## config.mk

```make
export PLATFORM = sky130hd
export DESIGN_NAME = zports_top
export DESIGN_NICKNAME = d
export VERILOG_FILES = /design/src/hw/zports_pkg.sv /design/src/hw/port_bus_if.sv /design/src/hw/zports_top.sv /design/src/hw/port_readback.sv /design/src/hw/port_regs.sv /design/src/hw/port_decode.sv
export SDC_FILE = /design/constraint.sdc
export NUM_CORES = 1
export LEC_CHECK = 0
export BUFFER_PORTS_ARGS = -buffer_cell sky130_fd_sc_hd__buf_2
export CORE_UTILIZATION = 40
export DETAILED_ROUTE_END_ITERATION = 8
export GPL_ROUTABILITY_DRIVEN = 0
export PLACE_DENSITY = 0.74
export SETUP_SLACK_MARGIN = 0.1
export SLEW_MARGIN = 0
export SYNTH_ARGS = -nofsm -noshare
export SYNTH_HDL_FRONTEND = slang
export SYNTH_SLANG_ARGS = --single-unit
export TNS_END_PERCENT = 20
```

## constraint.sdc

```tcl
create_clock -name clk -period 5.1 [get_ports clk]
set_clock_uncertainty 0.05 [all_clocks]
set_input_delay 0.51 -clock clk [delete_from_list [all_inputs] [get_ports clk]]
set_output_delay 0.51 -clock clk [all_outputs]
set_load 0.1 [all_outputs]
```

## src/hw/zports_pkg.sv

```systemverilog
package zports_pkg;

	// which port the current I/O cycle targets
	typedef enum logic [3:0]
	{
		PSEL_NONE,
		PSEL_FE,
		PSEL_7FFD,
		PSEL_EFF7,
		PSEL_COVOX,  // FB or DD
		PSEL_SD0,
		PSEL_SD1,
		PSEL_SD2,
		PSEL_SD3,
		PSEL_XT,     // 55FF, full address
		PSEL_XTRD,
		PSEL_SDCFG,
		PSEL_SDDAT,
		PSEL_MOUSE
	} port_sel_e;

	// 55FF extension port sequencing
	typedef enum logic [1:0]
	{
		XT_LOCKED,
		XT_ADDR,
		XT_DATA
	} xt_state_e;

	// low address byte of each port
	localparam logic [7:0] PORT_FE    = 8'hFE;
	localparam logic [7:0] PORT_7FFD  = 8'hFD;
	localparam logic [7:0] PORT_EFF7  = 8'hF7;
	localparam logic [7:0] PORT_CVX1  = 8'hFB;
	localparam logic [7:0] PORT_CVX2  = 8'hDD;
	localparam logic [7:0] PORT_SD0   = 8'h0F;
	localparam logic [7:0] PORT_SD1   = 8'h1F;
	localparam logic [7:0] PORT_SD2   = 8'h4F;
	localparam logic [7:0] PORT_SD3   = 8'h5F;
	localparam logic [7:0] PORT_XTRD  = 8'hEF;
	localparam logic [7:0] PORT_SDCFG = 8'h77;
	localparam logic [7:0] PORT_SDDAT = 8'h57;
	localparam logic [7:0] PORT_MOUSE = 8'hDF;

	localparam logic [15:0] XT_PORT = 16'h55FF; // decoded on all 16 bits

	localparam logic [7:0] XT_KEY = 8'hAA; // unlock value

	// extension register indices
	localparam logic [7:0] XREG_BORDER = 8'h00;
	localparam logic [7:0] XREG_VCFG   = 8'h08;

endpackage
```

## src/hw/port_bus_if.sv

```systemverilog
`timescale 1ns/10ps

interface port_bus_if
	import zports_pkg::*;
();

	port_sel_e  sel;     // combinational from the current address
	logic       wr_stb;  // one clock per I/O write cycle
	logic       rd_stb;  // one clock per I/O read cycle
	logic [7:0] data;    // din as seen on the bus
	logic [7:0] a_hi;    // upper address byte

	modport dec
	(
		output sel,
		output wr_stb,
		output rd_stb,
		output data,
		output a_hi
	);

	// register stage needs everything
	modport exe
	(
		input sel,
		input wr_stb,
		input rd_stb,
		input data,
		input a_hi
	);

	modport res
	(
		input sel
	);

endinterface

```

## src/hw/zports_top.sv

```systemverilog
`timescale 1ns/10ps

module zports_top
(
	input  logic        clk,
	input  logic        rst_n,
	input  logic [15:0] a,
	input  logic [7:0]  din,
	input  logic        iorq_n,
	input  logic        rd_n,
	input  logic        wr_n,
	input  logic [4:0]  keys_in,     // FE keyboard columns
	input  logic [7:0]  mus_in,      // DF mouse
	input  logic [7:0]  sd_dataout,  // from SPI
	output logic [7:0]  dout,
	output logic        dataout,
	output logic        porthit,
	output logic [5:0]  border,
	output logic [7:0]  vcfg,
	output logic [7:0]  psd0,
	output logic [7:0]  psd1,
	output logic [7:0]  psd2,
	output logic [7:0]  psd3,
	output logic [7:0]  p7ffd,
	output logic [7:0]  peff7,
	output logic        sdcs_n,
	output logic        sd_start,
	output logic [7:0]  sd_datain
);

	logic [7:0] xt_addr;

	port_bus_if bus ();

	port_decode u_decode
	(
		.clk     (clk),
		.rst_n   (rst_n),
		.a       (a),
		.iorq_n  (iorq_n),
		.rd_n    (rd_n),
		.wr_n    (wr_n),
		.din     (din),
		.porthit (porthit),
		.bus     (bus.dec)
	);

	port_regs u_regs
	(
		.clk       (clk),
		.rst_n     (rst_n),
		.bus       (bus.exe),
		.border    (border),
		.vcfg      (vcfg),
		.psd0      (psd0),
		.psd1      (psd1),
		.psd2      (psd2),
		.psd3      (psd3),
		.p7ffd     (p7ffd),
		.peff7     (peff7),
		.sdcs_n    (sdcs_n),
		.sd_start  (sd_start),
		.sd_datain (sd_datain),
		.xt_addr   (xt_addr)
	);

	port_readback u_readback
	(
		.bus        (bus.res),
		.keys_in    (keys_in),
		.mus_in     (mus_in),
		.sd_dataout (sd_dataout),
		.border     (border),
		.xt_addr    (xt_addr),
		.iorq_n     (iorq_n),
		.rd_n       (rd_n),
		.dout       (dout),
		.dataout    (dataout)
	);

endmodule

```

## src/hw/port_readback.sv

```systemverilog
`timescale 1ns/10ps

module port_readback
	import zports_pkg::*;
(
	port_bus_if.res    bus,
	input  logic [4:0] keys_in,
	input  logic [7:0] mus_in,
	input  logic [7:0] sd_dataout,
	input  logic [5:0] border,
	input  logic [7:0] xt_addr,
	input  logic       iorq_n,
	input  logic       rd_n,
	output logic [7:0] dout,
	output logic       dataout
);

	// read data mux
	always_comb
	begin
		case (bus.sel)
		PSEL_FE:
			dout = {3'b100, keys_in}; // tape in reads as 0
		PSEL_MOUSE:
			dout = mus_in;
		PSEL_SDCFG:
			dout = 8'h00; // card present, not write protected
		PSEL_SDDAT:
			dout = sd_dataout;
		PSEL_XTRD:
		begin
			// only the border register has read-back
			if (xt_addr == XREG_BORDER)
				dout = {2'b00, border};
			else
				dout = 8'hFF;
		end
		default:
			dout = 8'hFF;
		endcase
	end

	// drive the Z80 data bus only on a decoded read
	assign dataout = (bus.sel != PSEL_NONE) & ~iorq_n & ~rd_n;

endmodule

```

## src/hw/port_regs.sv

```systemverilog
`timescale 1ns/10ps

module port_regs
	import zports_pkg::*;
(
	input  logic       clk,
	input  logic       rst_n,
	port_bus_if.exe    bus,
	output logic [5:0] border,
	output logic [7:0] vcfg,
	output logic [7:0] psd0,
	output logic [7:0] psd1,
	output logic [7:0] psd2,
	output logic [7:0] psd3,
	output logic [7:0] p7ffd,
	output logic [7:0] peff7,
	output logic       sdcs_n,
	output logic       sd_start,
	output logic [7:0] sd_datain,
	output logic [7:0] xt_addr
);

	xt_state_e  xt_state;
	logic [7:0] p7ffd_q;
	logic [7:0] peff7_q;
	logic       block1m;
	logic       lock7ffd;
	logic       sddat_acc;

	assign block1m   = peff7_q[2];
	assign lock7ffd  = p7ffd_q[5] & block1m; // 48k lock
	assign sddat_acc = (bus.wr_stb | bus.rd_stb) && (bus.sel == PSEL_SDDAT);

	// border, beeper, DACs and extension registers
	always_ff @(posedge clk or negedge rst_n)
	begin
		if (!rst_n)
		begin
			border <= '0;
			vcfg   <= '0;
			psd0   <= '0;
			psd1   <= '0;
			psd2   <= '0;
			psd3   <= '0;
		end
		else if (bus.wr_stb)
		begin
			case (bus.sel)
			PSEL_FE:
			begin
				border <= {bus.data[1], 1'b0, bus.data[2], 1'b0, bus.data[0], 1'b0};
				psd0   <= {8{bus.data[4]}}; // beeper drives all DACs
				psd1   <= {8{bus.data[4]}};
				psd2   <= {8{bus.data[4]}};
				psd3   <= {8{bus.data[4]}};
			end
			PSEL_COVOX:
			begin
				psd0 <= bus.data;
				psd1 <= bus.data;
				psd2 <= bus.data;
				psd3 <= bus.data;
			end
			PSEL_SD0:
				psd0 <= bus.data;
			PSEL_SD1:
				psd1 <= bus.data;
			PSEL_SD2:
				psd2 <= bus.data;
			PSEL_SD3:
				psd3 <= bus.data;
			PSEL_XT:
			begin
				if (xt_state == XT_DATA)
				begin
					case (xt_addr)
					XREG_BORDER:
						border <= bus.data[5:0];
					XREG_VCFG:
						vcfg <= bus.data;
					default:
						;
					endcase
				end
			end
			default:
				;
			endcase
		end
	end

	// paging ports, EFF7 decoded koe style on a12
	always_ff @(posedge clk or negedge rst_n)
	begin
		if (!rst_n)
		begin
			p7ffd_q <= '0;
			peff7_q <= '0;
		end
		else if (bus.wr_stb)
		begin
			if (bus.sel == PSEL_7FFD && !lock7ffd)
				p7ffd_q <= bus.data;
			if (bus.sel == PSEL_EFF7 && !bus.a_hi[4])
				peff7_q <= bus.data;
		end
	end

	assign p7ffd = {(block1m ? 3'b000 : p7ffd_q[7:5]), p7ffd_q[4:0]};
	assign peff7 = block1m ? {peff7_q[7], 1'b0, peff7_q[5:4], 3'b000, peff7_q[0]} : peff7_q;

	// 55FF unlock sequence: key, index, data
	always_ff @(posedge clk or negedge rst_n)
	begin
		if (!rst_n)
			xt_state <= XT_LOCKED;
		else if (bus.wr_stb)
		begin
			case (xt_state)
			XT_LOCKED:
			begin
				if (bus.sel == PSEL_XT && bus.data == XT_KEY)
					xt_state <= XT_ADDR;
			end
			XT_ADDR:
				xt_state <= (bus.sel == PSEL_XT) ? XT_DATA : XT_LOCKED;
			default:
				xt_state <= XT_LOCKED; // data written or sequence broken
			endcase
		end
	end

	always_ff @(posedge clk)
	begin
		if (bus.wr_stb && bus.sel == PSEL_XT && xt_state == XT_ADDR)
			xt_addr <= bus.data;
	end

	// SD card control
	always_ff @(posedge clk or negedge rst_n)
	begin
		if (!rst_n)
		begin
			sdcs_n   <= 1'b1;
			sd_start <= 1'b0;
		end
		else
		begin
			sd_start <= sddat_acc; // strobe is one clock wide
			if (bus.wr_stb && bus.sel == PSEL_SDCFG)
				sdcs_n <= bus.data[1];
		end
	end

	always_ff @(posedge clk)
	begin
		if (sddat_acc)
			sd_datain <= bus.wr_stb ? bus.data : 8'hFF; // FF clocks in on reads
	end

endmodule

```

## src/hw/port_decode.sv

```systemverilog
`timescale 1ns/10ps

module port_decode
	import zports_pkg::*;
(
	input  logic        clk,
	input  logic        rst_n,
	input  logic [15:0] a,
	input  logic        iorq_n,
	input  logic        rd_n,
	input  logic        wr_n,
	input  logic [7:0]  din,
	output logic        porthit,
	port_bus_if.dec     bus
);

	logic io_wr;
	logic io_rd;
	logic armed; // iorq_n seen high since the last strobe

	assign io_wr = ~iorq_n & ~wr_n;
	assign io_rd = ~iorq_n & ~rd_n;

	// address match
	always_comb
	begin
		bus.sel = PSEL_NONE;
		if (a == XT_PORT)
			bus.sel = PSEL_XT;
		else
		begin
			case (a[7:0])
			PORT_FE:
				bus.sel = PSEL_FE;
			PORT_7FFD:
			begin
				if (!a[15]) // 7FFD only, FFFD/BFFD belong to the AY
					bus.sel = PSEL_7FFD;
			end
			PORT_EFF7:
				bus.sel = PSEL_EFF7;
			PORT_CVX1, PORT_CVX2:
				bus.sel = PSEL_COVOX;
			PORT_SD0:
				bus.sel = PSEL_SD0;
			PORT_SD1:
				bus.sel = PSEL_SD1;
			PORT_SD2:
				bus.sel = PSEL_SD2;
			PORT_SD3:
				bus.sel = PSEL_SD3;
			PORT_XTRD:
				bus.sel = PSEL_XTRD;
			PORT_SDCFG:
				bus.sel = PSEL_SDCFG;
			PORT_SDDAT:
				bus.sel = PSEL_SDDAT;
			PORT_MOUSE:
				bus.sel = PSEL_MOUSE;
			default:
				bus.sel = PSEL_NONE;
			endcase
		end
	end

	assign porthit  = (bus.sel != PSEL_NONE);
	assign bus.data = din;
	assign bus.a_hi = a[15:8];

	// one strobe per iorq_n low period
	always_ff @(posedge clk or negedge rst_n)
	begin
		if (!rst_n)
		begin
			armed      <= 1'b1; // bus assumed idle out of reset
			bus.wr_stb <= 1'b0;
			bus.rd_stb <= 1'b0;
		end
		else
		begin
			bus.wr_stb <= armed & io_wr;
			bus.rd_stb <= armed & io_rd;
			if (iorq_n)
				armed <= 1'b1;
			else if (io_wr || io_rd)
				armed <= 1'b0;
		end
	end

endmodule

```

==> reports/results.tsv <==
stage	metric	value	unit
critical_path	r2r_slack	2.43	ns
die	initial_core_util	41.1	%
cts	post-cts-setup-buffers	0	
sta	clock.fmax	267	MHz
layout	finish.utilization	49.1	%
yosys	syn_avg_cell_area	11.8	um2
yosys	ys_seq_area_share	52.3	%
route	drt_iter0_drc	296	
power_and_ir_drop	powerDensity	386	nW/um2
route	dr.pass1.iters	4	
critical_path	start_kind	input port	
critical_path	required	4.54	ns
yosys	yosys_warnings	0	
cts	cts_root_buffer	clkbuf_8	
critical_path	crit_chain	buf_2 > or3b_1 > a211oi_1 > a211o_1 > a21o_1 > or2_1 > a21oi_1 > nand3_1 > buf_2	
critical_path	worst_ep_arrival_time	3.18	ns
sta	tightestPinTransition	1.14	ns
yosys	synth_ff_type	dfrtp_1	
critical_path	r2r_start	u_regs.xt_addr[5]	
die	dieArea	11000	um2
critical_path	worst_r2r_endpoint	u_regs.border[3]	
critical_path	slowest_stage	or2_1	
critical_path	cp_top_family	simple AND/OR/NAND/NOR gates	
critical_path	critPathKind	in -> out	
critical_path	cp-end-kind	output port	
placement	dp_hpwl	7740	um
worst_hold_path	min_path_type	in -> reg	
route	wl_per_cell	18.5	um
route	viasPerCell	5.55	
cts	path_clk_slew	0.09	ns
sta	timing.slew.headroom	24.2	%
critical_path	startpoint	a[3]	
grt	grt_pass1_vias	3300	
yosys	synth_cells	359	
cts	numCtsBuffers	9	
cts	clock-sinks	85	
grt	grt_max_degree	70	
sta	period_needed	3.74	ns
die	die_x	105	um
worst_hold_path	holdPathStages	2	
yosys	yosysUniqueCellTypes	61	
layout	seqCellArea	2210	um2
sta	rsz0062_at_grt	false	
critical_path	max_stage_delay	0.64	ns
placement	io_buffers	130	
yosys	ys_seq_elements	85	
critical_path	cp_num_cells	9	
yosys	synth_edf_count	16	
cts	clockBufferDepth	2	
die	die_h	105	um
cts	cts_tree	done	
job	maxCapViolations	0	
yosys	yosys.area.top_type	dfrtp_1	
critical_path	crit_fanout	18	
critical_path	r2r_cells	6	
power_and_ir_drop	p_leak	2.51	nW
yosys	async_flop_share	81.2	%
power_and_ir_drop	peakVddDrop	0.000311	V
layout	drive_gt1_share	38.7	%
sta	drv_slew	0	
die	rows	37	
critical_path	crit_buf_inv	2	
yosys	syn_area	4220	um2
die	core_area	10300	um2
layout	fill_cells	964	
cts	postCtsResizedCells	0	
sta	setup_viol	0	
route	vias	3381	
sta	hold_violations	0	
layout	layout.nets	518	
grt	globalRouteOverflowTotal	0	
critical_path	worstSetupEndpoint	dout[7]	
cts	clk_latency	0.37	ns
route	wirelength	11300	um
yosys	syn_nets	409	
critical_path	cpMostUsedCell	buf_2	
die	io_pins	132	
yosys	synth_top_area_share	39.7	%
layout	area_growth	19.7	%
grt	track_usage	21.0	%
yosys	yosys-top-cells-area	dfrtp_1 40%, edfxtp_1 11%, mux2_4 3.6%	
layout	multi_input_area	1810	um2
cts	htree_num_levels	3	
layout	diodes	0	
sta	fin_tns_setup	0	ns
cts	holdBufCountCts	0	
grt	antenna_found_initial	0	
route	antenna_left	0	
route	drc	0	
outcome	status	complete, no violations	
grt	grt_pass1_wl	17800	um
sta	period_share	73.4	%
## Yosys cell counts (3+ instances only)
cell and number:
a211o_1 3, a211oi_1 3, a21o_1 9, a21oi_1 14
a22o_1 10, a22oi_1 8, a2bb2oi_1 7, buf_1 5
buf_2 5, buf_4 13, clkbuf_1 10, dfrtp_1 67
edfxtp_1 16, inv_1 5, mux2_1 11, mux2_2 9
mux2_4 10, nand2_1 22, nand2b_1 11, nand3_1 8
nand3b_1 4, nand4_1 4, nand4b_1 3, nor2_1 17
nor2b_1 7, nor4_1 4, nor4_2 3, o211ai_1 6
o21ai_1 6, o221a_1 7, o22ai_1 7, o2bb2ai_1 7
or4_1 3
## metal layers
layer	wire (um)	share of wire (%)	track usage, %	vias to the layer above
met5	0	0	0	-
met4	113	1.0	4.63	0
met3	559	5.0	4.87	12
met2	5570	49	35.5	110
met1	5020	45	27.4	1699
li1	-	-	-	1560
## metrics by stage
| step | power [W] | hold slack (ns) | worst slack, ns | cells | instance area, um2 |
|---|---|---|---|---|---|
| detailed placement | 0.00151 | 0.419 | 1.36 | 593 | 4870 |
| finish | 0.00195 | 0.252 | 1.36 | 609 | 5050 |
| floorplan | 0.00138 | 0.164 | 0.242 | 359 | 4220 |
| CTS | 0.00196 | 0.240 | 1.35 | 609 | 5050 |
| global placement | 0.00150 | 0.418 | 1.48 | 593 | 4870 |
| global route | 0.00202 | 0.243 | 1.13 | 609 | 5050 |
## cells in the final DEF, fill, tap and decap left out, types with 7 or more instances in the layout
cell type and n:
mux2_1 11, o22ai_1 7, dfrtp_1 67, nand2b_1 11
a21o_1 9, nand2_1 22, nor2_1 17, nand3_1 8
nor2b_1 7, a21oi_1 14, buf_2 130, mux2_2 9
a22o_1 10, edfxtp_1 16, a2bb2oi_1 7, o221a_1 7
a22oi_1 8, mux2_4 10, clkbuf_8 9, o2bb2ai_1 7
## report_power, final
group | leakage [nW] | total (W) | internal (W) | switching, W
combinational | 1.34 | 0.000700 | 0.000116 | 0.000584
clock | 0.0910 | 0.000452 | 0.000184 | 0.000268
sequential | 1.08 | 0.000797 | 0.000754 | 0.0000429
total | 2.51 | 0.00195 | 0.00105 | 0.000895
## how the worst min path moves through the flow
stage / start / to / slack (ns)
after global routing: wr_n / u_decode.bus.wr_stb / 0.24
after global placement: u_regs.vcfg[2] / u_regs.vcfg[2] / 0.42
after CTS: wr_n / u_decode.bus.wr_stb / 0.24
after detailed placement: u_regs.psd3[5] / u_regs.psd3[5] / 0.42
after floorplan: rst_n / u_decode.bus.rd_stb / 0.16
final: wr_n / u_decode.bus.wr_stb / 0.25
## state kept, by name, indices dropped and copies added (netlist names)
name,flops
u_decode.bus.wr_stb,1
u_regs.xt_state,2
u_regs.p7ffd_q,8
u_decode.armed,1
u_regs.sdcs_n,1
u_regs.psd1,8
u_regs.psd2,8
u_regs.sd_start,1
u_regs.border,6
u_regs.psd0,8
u_regs.vcfg,8
u_regs.xt_addr,8
u_regs.psd3,8
u_decode.bus.rd_stb,1
u_regs.sd_datain,8
u_regs.peff7_q,8
## cell families after synthesis
group | after synthesis | share of synthesized area (%)
simple gates | 107 | 15.6
compound gates | 95 | 17.7
flops | 85 | 52.3
buf+inv | 38 | 4.68
mux | 31 | 9.13
xor+xnor | 2 | 0.415
other cells | 1 | 0.0888
## area by class of cell
type                    instances  share of cell area, %
flip-flops and latches         85                   43.7
multi-input cells             236                   35.9
repair buffers                131                   13.0
well taps                     136                   3.37
clock buffers                   9                   2.45
clock inverters                 7                   1.11
inverters                       5                  0.372
Power figures use the tool's default switching activity.
